--- src/include/rv_consts.svh ---
`ifndef RV_CONSTS_SVH
`define RV_CONSTS_SVH

`define XLEN            64
`define ILEN            32
`define REG_IDX_W       5

`define RESET_PC        64'h0000_0000_0000_0000
`define REG_A0          5'd10
`define NOP_INSTR       32'h0000_0013       // addi x0, x0, 0

// major opcodes, instr[6:0]
`define OP_REG          7'b0110011
`define OP_IMM          7'b0010011
`define OP_LUI          7'b0110111
`define OP_AUIPC        7'b0010111
`define OP_BRANCH       7'b1100011
`define OP_JAL          7'b1101111
`define OP_JALR         7'b1100111

// funct3 of the alu group
`define F3_ADD          3'b000              // add/sub/addi
`define F3_SLL          3'b001
`define F3_SLT          3'b010
`define F3_SLTU         3'b011
`define F3_XOR          3'b100
`define F3_SR           3'b101              // srl/sra, instr[30] picks
`define F3_OR           3'b110
`define F3_AND          3'b111

// funct3 of the branch group
`define F3_BEQ          3'b000
`define F3_BNE          3'b001
`define F3_BLT          3'b100
`define F3_BGE          3'b101

`endif

--- src/hdl/rv_pkg.sv ---
`default_nettype none
`include "rv_consts.svh"

package rv_pkg;

    typedef enum logic [3:0] {
        ALU_ADD,
        ALU_SUB,
        ALU_AND,
        ALU_OR,
        ALU_XOR,
        ALU_SLT,
        ALU_SLTU,
        ALU_SLL,
        ALU_SRL,
        ALU_SRA,
        ALU_PASS                                // result is operand b, used by lui
    } alu_op_e;

    typedef enum logic [2:0] {
        BR_NONE,
        BR_EQ,
        BR_NE,
        BR_LT,
        BR_GE,
        BR_JAL,
        BR_JALR
    } br_kind_e;

    typedef struct packed {
        logic                   valid;
        logic [`XLEN-1:0]       pc;
        logic [`ILEN-1:0]       instr;
        logic [`XLEN-1:0]       rs1_val;
        logic [`XLEN-1:0]       rs2_val;
        logic [`REG_IDX_W-1:0]  rs1_idx;
        logic [`REG_IDX_W-1:0]  rs2_idx;
        logic [`XLEN-1:0]       imm;
        alu_op_e                alu_op;
        logic                   src1_pc;        // operand a is pc
        logic                   src2_imm;       // operand b is imm
        br_kind_e               br_kind;
        logic [`REG_IDX_W-1:0]  rd;
        logic                   wb_en;
    } dec_pkt_t;

    typedef struct packed {
        logic                   valid;
        logic [`XLEN-1:0]       pc;
        logic [`ILEN-1:0]       instr;
        logic [`REG_IDX_W-1:0]  rd;
        logic                   wb_en;
        logic [`XLEN-1:0]       result;
    } exe_pkt_t;

endpackage

`default_nettype wire

--- src/hdl/fetch_unit.sv ---
`default_nettype none
`timescale 1ns/1ps
`include "rv_consts.svh"

module fetch_unit (
    input  wire                     clk,
    input  wire                     arst_n_i,

    input  wire                     redirect_i,         // taken jump in execute
    input  wire  [`XLEN-1:0]        redirect_pc_i,

    output logic [`XLEN-1:0]        imem_addr_o,
    input  wire  [`ILEN-1:0]        imem_rdata_i,       // same-cycle read data

    output logic                    fd_valid_o,
    output logic [`XLEN-1:0]        fd_pc_o,
    output logic [`ILEN-1:0]        fd_instr_o
);

    logic [`XLEN-1:0] pc_q;
    logic [`XLEN-1:0] pc_next;

    assign imem_addr_o = pc_q;

    // redirect wins over sequential fetch
    assign pc_next = redirect_i ? redirect_pc_i : pc_q + 4;

    always_ff @(posedge clk or negedge arst_n_i) begin
        if (!arst_n_i) begin
            pc_q       <= `RESET_PC;
            fd_valid_o <= 1'b0;
        end else begin
            pc_q       <= pc_next;
            fd_valid_o <= !redirect_i;                  // squash the wrong-path word
        end
    end

    always_ff @(posedge clk) begin
        fd_pc_o    <= pc_q;
        fd_instr_o <= imem_rdata_i;
    end

endmodule

`default_nettype wire

--- src/hdl/decode_unit.sv ---
`default_nettype none
`timescale 1ns/1ps
`include "rv_consts.svh"

module decode_unit
    import rv_pkg::*;
(
    input  wire                     clk,
    input  wire                     arst_n_i,

    input  wire                     fd_valid_i,
    input  wire  [`XLEN-1:0]        fd_pc_i,
    input  wire  [`ILEN-1:0]        fd_instr_i,
    input  wire                     flush_i,

    input  wire                     wb_en_i,            // from retire
    input  wire  [`REG_IDX_W-1:0]   wb_rd_i,
    input  wire  [`XLEN-1:0]        wb_data_i,

    output dec_pkt_t                dec_pkt_o,
    output logic [`XLEN-1:0]        reg_a0_o
);

    logic [6:0]             opcode;
    logic [2:0]             funct3;
    logic [`REG_IDX_W-1:0]  rs1_idx;
    logic [`REG_IDX_W-1:0]  rs2_idx;
    logic [`XLEN-1:0]       imm_i;
    logic [`XLEN-1:0]       imm_u;
    logic [`XLEN-1:0]       imm_b;
    logic [`XLEN-1:0]       imm_j;
    logic [`XLEN-1:0]       regs [1:31];                // x0 is not stored
    dec_pkt_t               pkt_d;
    dec_pkt_t               pkt_q;
    logic                   valid_q;

    assign opcode  = fd_instr_i[6:0];
    assign funct3  = fd_instr_i[14:12];
    assign rs1_idx = fd_instr_i[19:15];
    assign rs2_idx = fd_instr_i[24:20];

    assign imm_i = {{(`XLEN-12){fd_instr_i[31]}}, fd_instr_i[31:20]};
    assign imm_u = {{(`XLEN-32){fd_instr_i[31]}}, fd_instr_i[31:12], 12'b0};
    assign imm_b = {{(`XLEN-13){fd_instr_i[31]}}, fd_instr_i[31], fd_instr_i[7],
                    fd_instr_i[30:25], fd_instr_i[11:8], 1'b0};
    assign imm_j = {{(`XLEN-21){fd_instr_i[31]}}, fd_instr_i[31], fd_instr_i[19:12],
                    fd_instr_i[20], fd_instr_i[30:21], 1'b0};

    // x0 reads zero, a same-cycle write is passed through
    function automatic logic [`XLEN-1:0] read_reg(input logic [`REG_IDX_W-1:0] idx);
        if (idx == '0) begin
            return '0;
        end
        if (wb_en_i && wb_rd_i == idx) begin
            return wb_data_i;
        end
        return regs[idx];
    endfunction

    function automatic alu_op_e alu_sel(input logic [2:0] f3, input logic alt);
        case (f3)
            `F3_ADD:  return alt ? ALU_SUB : ALU_ADD;
            `F3_SLL:  return ALU_SLL;
            `F3_SLT:  return ALU_SLT;
            `F3_SLTU: return ALU_SLTU;
            `F3_XOR:  return ALU_XOR;
            `F3_SR:   return alt ? ALU_SRA : ALU_SRL;
            `F3_OR:   return ALU_OR;
            default:  return ALU_AND;
        endcase
    endfunction

    always_comb begin
        pkt_d         = '0;
        pkt_d.valid   = fd_valid_i && !flush_i;
        pkt_d.pc      = fd_pc_i;
        pkt_d.instr   = fd_instr_i;
        pkt_d.rs1_idx = rs1_idx;
        pkt_d.rs2_idx = rs2_idx;
        pkt_d.rs1_val = read_reg(rs1_idx);
        pkt_d.rs2_val = read_reg(rs2_idx);
        pkt_d.rd      = fd_instr_i[11:7];
        pkt_d.alu_op  = ALU_ADD;
        pkt_d.br_kind = BR_NONE;
        case (opcode)
            `OP_REG: begin
                pkt_d.wb_en  = 1'b1;
                pkt_d.alu_op = alu_sel(funct3, fd_instr_i[30]);
            end
            `OP_IMM: begin
                pkt_d.wb_en    = 1'b1;
                pkt_d.src2_imm = 1'b1;
                pkt_d.imm      = imm_i;                 // shamt sits in imm[5:0]
                pkt_d.alu_op   = alu_sel(funct3, funct3 == `F3_SR && fd_instr_i[30]);
            end
            `OP_LUI: begin
                pkt_d.wb_en    = 1'b1;
                pkt_d.src2_imm = 1'b1;
                pkt_d.imm      = imm_u;
                pkt_d.alu_op   = ALU_PASS;
            end
            `OP_AUIPC: begin
                pkt_d.wb_en    = 1'b1;
                pkt_d.src1_pc  = 1'b1;
                pkt_d.src2_imm = 1'b1;
                pkt_d.imm      = imm_u;
            end
            `OP_BRANCH: begin
                pkt_d.imm = imm_b;
                case (funct3)
                    `F3_BEQ: pkt_d.br_kind = BR_EQ;
                    `F3_BNE: pkt_d.br_kind = BR_NE;
                    `F3_BLT: pkt_d.br_kind = BR_LT;
                    `F3_BGE: pkt_d.br_kind = BR_GE;
                    default: pkt_d.br_kind = BR_NONE;   // bltu/bgeu fall through as nop
                endcase
            end
            `OP_JAL: begin
                pkt_d.wb_en   = 1'b1;
                pkt_d.imm     = imm_j;
                pkt_d.br_kind = BR_JAL;
            end
            `OP_JALR: begin
                pkt_d.wb_en   = 1'b1;
                pkt_d.imm     = imm_i;
                pkt_d.br_kind = BR_JALR;
            end
            default: ;                                  // unknown opcode, no write
        endcase
    end

    always_ff @(posedge clk) begin
        if (wb_en_i && wb_rd_i != '0) begin
            regs[wb_rd_i] <= wb_data_i;
        end
    end

    assign reg_a0_o = regs[`REG_A0];

    always_ff @(posedge clk or negedge arst_n_i) begin
        if (!arst_n_i) begin
            valid_q <= 1'b0;
        end else begin
            valid_q <= pkt_d.valid;
        end
    end

    always_ff @(posedge clk) begin
        pkt_q <= pkt_d;
    end

    always_comb begin
        dec_pkt_o       = pkt_q;
        dec_pkt_o.valid = valid_q;
    end

endmodule

`default_nettype wire

--- src/hdl/execute_unit.sv ---
`default_nettype none
`timescale 1ns/1ps
`include "rv_consts.svh"

module execute_unit
    import rv_pkg::*;
(
    input  wire                     clk,
    input  wire                     arst_n_i,

    input  wire  dec_pkt_t          dec_pkt_i,

    input  wire                     wb_en_i,            // forwarding source
    input  wire  [`REG_IDX_W-1:0]   wb_rd_i,
    input  wire  [`XLEN-1:0]        wb_data_i,

    output logic                    redirect_o,         // also flushes fetch and decode
    output logic [`XLEN-1:0]        redirect_pc_o,

    output exe_pkt_t                exe_pkt_o
);

    logic [`XLEN-1:0]   rs1_val;
    logic [`XLEN-1:0]   rs2_val;
    logic [`XLEN-1:0]   src_a;
    logic [`XLEN-1:0]   src_b;
    logic [5:0]         shamt;
    logic [`XLEN-1:0]   alu_res;
    logic [`XLEN-1:0]   link_pc;
    logic [`XLEN-1:0]   jalr_sum;
    logic               taken;
    logic               is_jump;
    exe_pkt_t           pkt_d;
    exe_pkt_t           pkt_q;
    logic               valid_q;

    // wb_en_i is already qualified by valid and rd != 0
    function automatic logic [`XLEN-1:0] fwd_operand(input logic [`REG_IDX_W-1:0] idx,
                                                     input logic [`XLEN-1:0] dec_val);
        if (wb_en_i && wb_rd_i == idx) begin
            return wb_data_i;
        end
        return dec_val;
    endfunction

    always_comb begin
        rs1_val = fwd_operand(dec_pkt_i.rs1_idx, dec_pkt_i.rs1_val);
        rs2_val = fwd_operand(dec_pkt_i.rs2_idx, dec_pkt_i.rs2_val);
    end

    assign src_a = dec_pkt_i.src1_pc  ? dec_pkt_i.pc  : rs1_val;
    assign src_b = dec_pkt_i.src2_imm ? dec_pkt_i.imm : rs2_val;
    assign shamt = src_b[5:0];                          // rv64 shifts use 6 bits

    always_comb begin
        case (dec_pkt_i.alu_op)
            ALU_ADD:  alu_res = src_a + src_b;
            ALU_SUB:  alu_res = src_a - src_b;
            ALU_AND:  alu_res = src_a & src_b;
            ALU_OR:   alu_res = src_a | src_b;
            ALU_XOR:  alu_res = src_a ^ src_b;
            ALU_SLT:  alu_res = {{(`XLEN-1){1'b0}}, $signed(src_a) < $signed(src_b)};
            ALU_SLTU: alu_res = {{(`XLEN-1){1'b0}}, src_a < src_b};
            ALU_SLL:  alu_res = src_a << shamt;
            ALU_SRL:  alu_res = src_a >> shamt;
            ALU_SRA:  alu_res = $unsigned($signed(src_a) >>> shamt);
            default:  alu_res = src_b;                  // pass for lui
        endcase
    end

    assign link_pc  = dec_pkt_i.pc + 4;
    assign jalr_sum = rs1_val + dec_pkt_i.imm;
    assign is_jump  = (dec_pkt_i.br_kind == BR_JAL) || (dec_pkt_i.br_kind == BR_JALR);

    always_comb begin
        case (dec_pkt_i.br_kind)
            BR_EQ:   taken = (rs1_val == rs2_val);
            BR_NE:   taken = (rs1_val != rs2_val);
            BR_LT:   taken = ($signed(rs1_val) <  $signed(rs2_val));
            BR_GE:   taken = ($signed(rs1_val) >= $signed(rs2_val));
            BR_JAL:  taken = 1'b1;
            BR_JALR: taken = 1'b1;
            default: taken = 1'b0;
        endcase
    end

    assign redirect_o    = dec_pkt_i.valid && taken;
    assign redirect_pc_o = (dec_pkt_i.br_kind == BR_JALR) ? {jalr_sum[`XLEN-1:1], 1'b0}
                                                          : dec_pkt_i.pc + dec_pkt_i.imm;

    always_comb begin
        pkt_d        = '0;
        pkt_d.valid  = dec_pkt_i.valid;
        pkt_d.pc     = dec_pkt_i.pc;
        pkt_d.instr  = dec_pkt_i.instr;
        pkt_d.rd     = dec_pkt_i.rd;
        pkt_d.wb_en  = dec_pkt_i.wb_en;
        pkt_d.result = is_jump ? link_pc : alu_res;     // link value for jal/jalr
    end

    always_ff @(posedge clk or negedge arst_n_i) begin
        if (!arst_n_i) begin
            valid_q <= 1'b0;
        end else begin
            valid_q <= pkt_d.valid;
        end
    end

    always_ff @(posedge clk) begin
        pkt_q <= pkt_d;
    end

    always_comb begin
        exe_pkt_o       = pkt_q;
        exe_pkt_o.valid = valid_q;
    end

endmodule

`default_nettype wire

--- src/hdl/retire_unit.sv ---
`default_nettype none
`timescale 1ns/1ps
`include "rv_consts.svh"

module retire_unit
    import rv_pkg::*;
(
    input  wire                     clk,
    input  wire                     arst_n_i,

    input  wire  exe_pkt_t          exe_pkt_i,

    output logic                    wb_en_o,            // to regfile and forwarding
    output logic [`REG_IDX_W-1:0]   wb_rd_o,
    output logic [`XLEN-1:0]        wb_data_o,

    output logic                    retire_valid_o,     // one pulse per instruction
    output logic [`XLEN-1:0]        retire_pc_o,
    output logic [`ILEN-1:0]        retire_instr_o
);

    // x0 and bubbles never reach the register file
    assign wb_en_o   = exe_pkt_i.valid && exe_pkt_i.wb_en && (exe_pkt_i.rd != '0);
    assign wb_rd_o   = exe_pkt_i.rd;
    assign wb_data_o = exe_pkt_i.result;

    always_ff @(posedge clk or negedge arst_n_i) begin
        if (!arst_n_i) begin
            retire_valid_o <= 1'b0;
        end else begin
            retire_valid_o <= exe_pkt_i.valid;
        end
    end

    always_ff @(posedge clk) begin
        retire_pc_o    <= exe_pkt_i.pc;
        retire_instr_o <= exe_pkt_i.instr;
    end

endmodule

`default_nettype wire

--- src/hdl/rv_core.sv ---
`default_nettype none
`timescale 1ns/1ps
`include "rv_consts.svh"

module rv_core
    import rv_pkg::*;
(
    input  wire                     clk,
    input  wire                     arst_n_i,

    output logic [`XLEN-1:0]        imem_addr_o,
    input  wire  [`ILEN-1:0]        imem_rdata_i,

    output logic                    retire_valid_o,     // debug retire port
    output logic [`XLEN-1:0]        retire_pc_o,
    output logic [`ILEN-1:0]        retire_instr_o,
    output logic [`XLEN-1:0]        reg_a0_o
);

    logic                   fd_valid;
    logic [`XLEN-1:0]       fd_pc;
    logic [`ILEN-1:0]       fd_instr;
    logic                   redirect;
    logic [`XLEN-1:0]       redirect_pc;
    dec_pkt_t               dec_pkt;
    exe_pkt_t               exe_pkt;
    logic                   wb_en;
    logic [`REG_IDX_W-1:0]  wb_rd;
    logic [`XLEN-1:0]       wb_data;

    fetch_unit fetch_u (
        .clk            (clk),
        .arst_n_i       (arst_n_i),
        .redirect_i     (redirect),
        .redirect_pc_i  (redirect_pc),
        .imem_addr_o    (imem_addr_o),
        .imem_rdata_i   (imem_rdata_i),
        .fd_valid_o     (fd_valid),
        .fd_pc_o        (fd_pc),
        .fd_instr_o     (fd_instr)
    );

    decode_unit decode_u (
        .clk            (clk),
        .arst_n_i       (arst_n_i),
        .fd_valid_i     (fd_valid),
        .fd_pc_i        (fd_pc),
        .fd_instr_i     (fd_instr),
        .flush_i        (redirect),                     // same pulse squashes decode
        .wb_en_i        (wb_en),
        .wb_rd_i        (wb_rd),
        .wb_data_i      (wb_data),
        .dec_pkt_o      (dec_pkt),
        .reg_a0_o       (reg_a0_o)
    );

    execute_unit execute_u (
        .clk            (clk),
        .arst_n_i       (arst_n_i),
        .dec_pkt_i      (dec_pkt),
        .wb_en_i        (wb_en),
        .wb_rd_i        (wb_rd),
        .wb_data_i      (wb_data),
        .redirect_o     (redirect),
        .redirect_pc_o  (redirect_pc),
        .exe_pkt_o      (exe_pkt)
    );

    retire_unit retire_u (
        .clk            (clk),
        .arst_n_i       (arst_n_i),
        .exe_pkt_i      (exe_pkt),
        .wb_en_o        (wb_en),
        .wb_rd_o        (wb_rd),
        .wb_data_o      (wb_data),
        .retire_valid_o (retire_valid_o),
        .retire_pc_o    (retire_pc_o),
        .retire_instr_o (retire_instr_o)
    );

endmodule

`default_nettype wire

--- config.mk ---
export PLATFORM = sky130hd
export DESIGN_NAME = rv_core
export DESIGN_NICKNAME = d
export VERILOG_FILES = /design/src/hdl/rv_pkg.sv /design/src/hdl/fetch_unit.sv /design/src/hdl/decode_unit.sv /design/src/hdl/execute_unit.sv /design/src/hdl/retire_unit.sv /design/src/hdl/rv_core.sv
export VERILOG_INCLUDE_DIRS = /design/src /design/src/include
export SDC_FILE = /design/constraint.sdc
export NUM_CORES = 2
export LEC_CHECK = 0
export ABC_AREA = 0
export BUFFER_PORTS_ARGS = -buffer_cell sky130_fd_sc_hd__buf_2
export CAP_MARGIN = 10
export CORE_MARGIN = 3
export CORE_UTILIZATION = 35
export DETAILED_ROUTE_END_ITERATION = 6
export PLACE_DENSITY_LB_ADDON = 0.15
export SLEW_MARGIN = 20
export SYNTH_ARGS = -nofsm -noshare
export SYNTH_HDL_FRONTEND = slang
export SYNTH_SLANG_ARGS = --single-unit
--- constraint.sdc ---
create_clock -name clk -period 13.8 [get_ports clk]
set_input_delay 0 -clock clk [delete_from_list [all_inputs] [get_ports clk]]
set_output_delay 0 -clock clk [all_outputs]
set_load 0.005 [all_outputs]
==> flow_summary.yaml <==
outcome:
  status: "completed"
critical_path:
  reg2reg_depth: 21
  cp-start-kind: "flop"
  max_stage_delay_ps: 820
  r2r_start: "execute_u.exe_pkt_o[77]"
  r2r_slack_ps: 5350
  slowest_stage: "nor3_1"
  required_ps: 14660
  critical_path_class: "reg2reg"
  crit_chain: "or2_1 > o211a_1 > nand2_4 > mux2i_1 > nand2_1 > o21ai_1 > inv_1 > ha_1 > inv_1 > nor2_1 > nand3_1 > or3_1 > nor3_1 > o211a_1 > nor2_1 > o31ai_1 > buf_4 > nand2_1 > nor4_1 > nand3_1 > a31oi_1"
  cp_max_fo: 25
  r2r_end: "execute_u.exe_pkt_o[61]"
  cp.arrival_ps: 9310
  critical_path.endpoint_type: "flop"
floorplan:
  chipWidth_um: 648
  die_y_um: 648
  coreArea_um2: 410000
  dieArea_um2: 420000
  initial_core_util_pct: 35.2
  rows: 235
  num_io_pins: 259
layout:
  area_growth_syn_to_layout_pct: 14.0
  nets: 12200
  utilization_pct: 40.1
  multi_input_area_um2: 66800
  stdcell_count: 17500
  drive_above_1_share_pct: 20.2
  regArea_um2: 73700
  final.fill_count: 38700
  final_area_um2: 164000
synthesis:
  yosys_warnings: 0
  yosysTopAreaCell: "edfxtp_1"
  syn_inst: 11400
  synth_top_area_share_pct: 41.3
  syn_area_per_cell_um2: 12.6
  syn-cell-area_um2: 144000
  yosys_register_bits: 2671
  synth_cell_types: 107
  synthArstFlopShare_pct: 2.55
  synth_fp_nets: 11900
  synth_area_leaders: "edfxtp_1, mux4_2, dfxtp_1"
  synth_edf_count: 1984
  synth-main-ff-cell: "edfxtp_1"
  ys_seq_area_share_pct: 51.1
routing:
  wl_per_cell_um: 39.5
  drt-total-wl_um: 693000
  drtIter0Drc: 14200
  num_vias: 111000
  viasPerCell: 6.33
  postRouteAntennaNets: 0
  first_pass_iters: 6
  drc: 0
timing:
  period_minus_slack_ps: 8450
  rsz0062_at_grt: "false"
  max_clock_freq_mhz: 118
  setup_slack_ps: 5350
  worst_pin_slew_ps: 1290
  relSlewSlack_pct: 13.6
  slew_violations: 0
  finClkSkew_ps: 82.7
  final-hold-violation-count: 0
  setup_tns_ps: 0
  whs_ps: 76.4
  finalCritPeriodShare_pct: 61.2
  setup_viol: 0
global_route:
  gr-usage-all-layers_pct: 32.2
  grt_pass1_vias: 107000
  gr-total-overflow: 0
  grt_pass1_wl_um: 933000
  antenna_found_initial: 68
  grt_max_degree: 118
clocking:
  clkSinkCount: 2671
  cts_root_buf: "clkbuf_16"
  htreeDepth: 5
  path_clk_slew_ps: 70
  clkLatencyLatePin_ps: 980
  numCtsBuffers: 307
  cts_tree: "done"
  clock_path_buffers: 4
placement:
  dp_cells: 16800
  dp_slack_ps: 5610
  place_congestion: 1.04
  dp_hpwl_um: 480000
  portBuffers: 258
  placed_area_um2: 154000
power_and_ir_drop:
  p_per_area_nw_per_um2: 153
  power.total_mw: 25.2
  p_leak_nw: 59.6
  ir_worst_vdd_v: 0.000125
worst_hold_path:
  worstHoldPathType: "in2async"
run:
  maxCapViolCount: 0
worst max path at each step:
stage                     cells past startpoint                       to               startpoint
final                                        21  execute_u.exe_pkt_o[61]  execute_u.exe_pkt_o[77]
after CTS                                    23  execute_u.exe_pkt_o[50]  execute_u.exe_pkt_o[78]
after global placement                       19  fetch_u.imem_addr_o[50]        execute_u.valid_q
after detailed placement                     23  execute_u.exe_pkt_o[50]  execute_u.exe_pkt_o[78]
after floorplan                              26  execute_u.exe_pkt_o[58]  execute_u.exe_pkt_o[79]
after global routing                         23  execute_u.exe_pkt_o[57]  execute_u.exe_pkt_o[77]
what timing repair did:
item / CTS / global route
setup buffers: 0 / 0
resized for setup: 0 / 0
endpoints found under the hold margin: 100 / 0
hold buffers: 66 / 0
routing by layer:
metal	track usage, %	routed length (um)	vias to the layer above
met5	0	138	-
li1	-	-	45700
met4	17.6	46200	24
met1	42.7	278000	57900
met3	6.47	60500	1273
met2	49.3	308000	6248
layout by cell type (no fill, tap or decap), types with 91 or more instances in the layout:
| cell | netlist | routed |
|---|---|---|
| nor2_1 | 885 | 844 |
| buf_4 | 20 | 475 |
| mux2_2 | 116 | 116 |
| a21oi_1 | 842 | 840 |
| a31oi_1 | 114 | 107 |
| a211oi_1 | 248 | 248 |
| mux4_2 | 930 | 930 |
| nand3_1 | 195 | 195 |
| o211ai_1 | 112 | 112 |
| nor3_1 | 167 | 161 |
| edfxtp_1 | 1984 | 1984 |
| o221ai_1 | 105 | 105 |
| nand2_1 | 716 | 711 |
| buf_2 | 64 | 258 |
| dfxtp_1 | 619 | 601 |
| nand4_1 | 91 | 91 |
| a21o_1 | 139 | 139 |
| o22ai_1 | 174 | 174 |
| ha_1 | 392 | 392 |
| xor2_1 | 107 | 106 |
| o21ai_0 | 490 | 482 |
| xnor2_1 | 202 | 202 |
| clkbuf_16 | 0 | 315 |
| mux2i_1 | 779 | 777 |
| inv_1 | 241 | 241 |
kinds of logic after synthesis:
family	count (synthesis)	synth area share, %
buffers and inverters	1072	2.98
muxes	1829	20.9
adders and majority gates	397	3.46
and+or+nand+nor	2422	7.52
DFF	2671	51.1
AOI/OAI and AO/OA	2749	12.2
xor gates and xnor gates	309	1.88
sequential cells by signal, summed over array words and instances, names as in the netlist:
| signal | count |
|---|---|
| decode_u.regs | 1984 |
| decode_u.dec_pkt_o | 266 |
| execute_u.exe_pkt_o | 161 |
| fetch_u.fd_pc_o | 64 |
| fetch_u.imem_addr_o | 64 |
| retire_u.retire_pc_o | 64 |
| fetch_u.fd_instr_o | 32 |
| retire_u.retire_instr_o | 32 |
| decode_u.valid_q | 1 |
| execute_u.valid_q | 1 |
| fetch_u.fd_valid_o | 1 |
| retire_u.retire_valid_o | 1 |
critical path: cells and delay by family (launching register included):
family	cells	cell delay, ps
AO/OA/AOI/OAI	5	2030
adder cells (fa/ha/maj)	1	590
buffers and inverters	3	610
flip-flops	1	530
multiplexers	1	420
AND/OR/NAND/NOR	11	4090
synth_stat cells, types with 116 or more instances:
| library cell | count |
|---|---|
| buf_1 | 135 |
| mux2i_1 | 779 |
| mux2_2 | 116 |
| nand3_1 | 195 |
| edfxtp_1 | 1984 |
| ha_1 | 392 |
| o21ai_0 | 490 |
| a21o_1 | 139 |
| a211oi_1 | 248 |
| inv_1 | 241 |
| o22ai_1 | 174 |
| dfxtp_1 | 619 |
| nor2_1 | 885 |
| xnor2_1 | 202 |
| clkbuf_1 | 587 |
| a21oi_1 | 842 |
| nand2_1 | 716 |
| nor3_1 | 167 |
| mux4_2 | 930 |
area by class of cell:
class,instances,area share (%)
well taps,5451,4.15
repair buffers,824,3.66
clock buffers,409,5.17
inverters,252,0.585
flip-flops and latches,2671,44.8
clock inverters,149,0.831
multi-input cells,7706,40.6
diodes,85,0.129
where the power goes:
part / internal (mW) / switching [mW]
registers: 9.90 / 0.523
logic: 1.84 / 4.78
clock network: 4.63 / 3.51
total: 16.4 / 8.81
(Power assumes the default switching activity.)
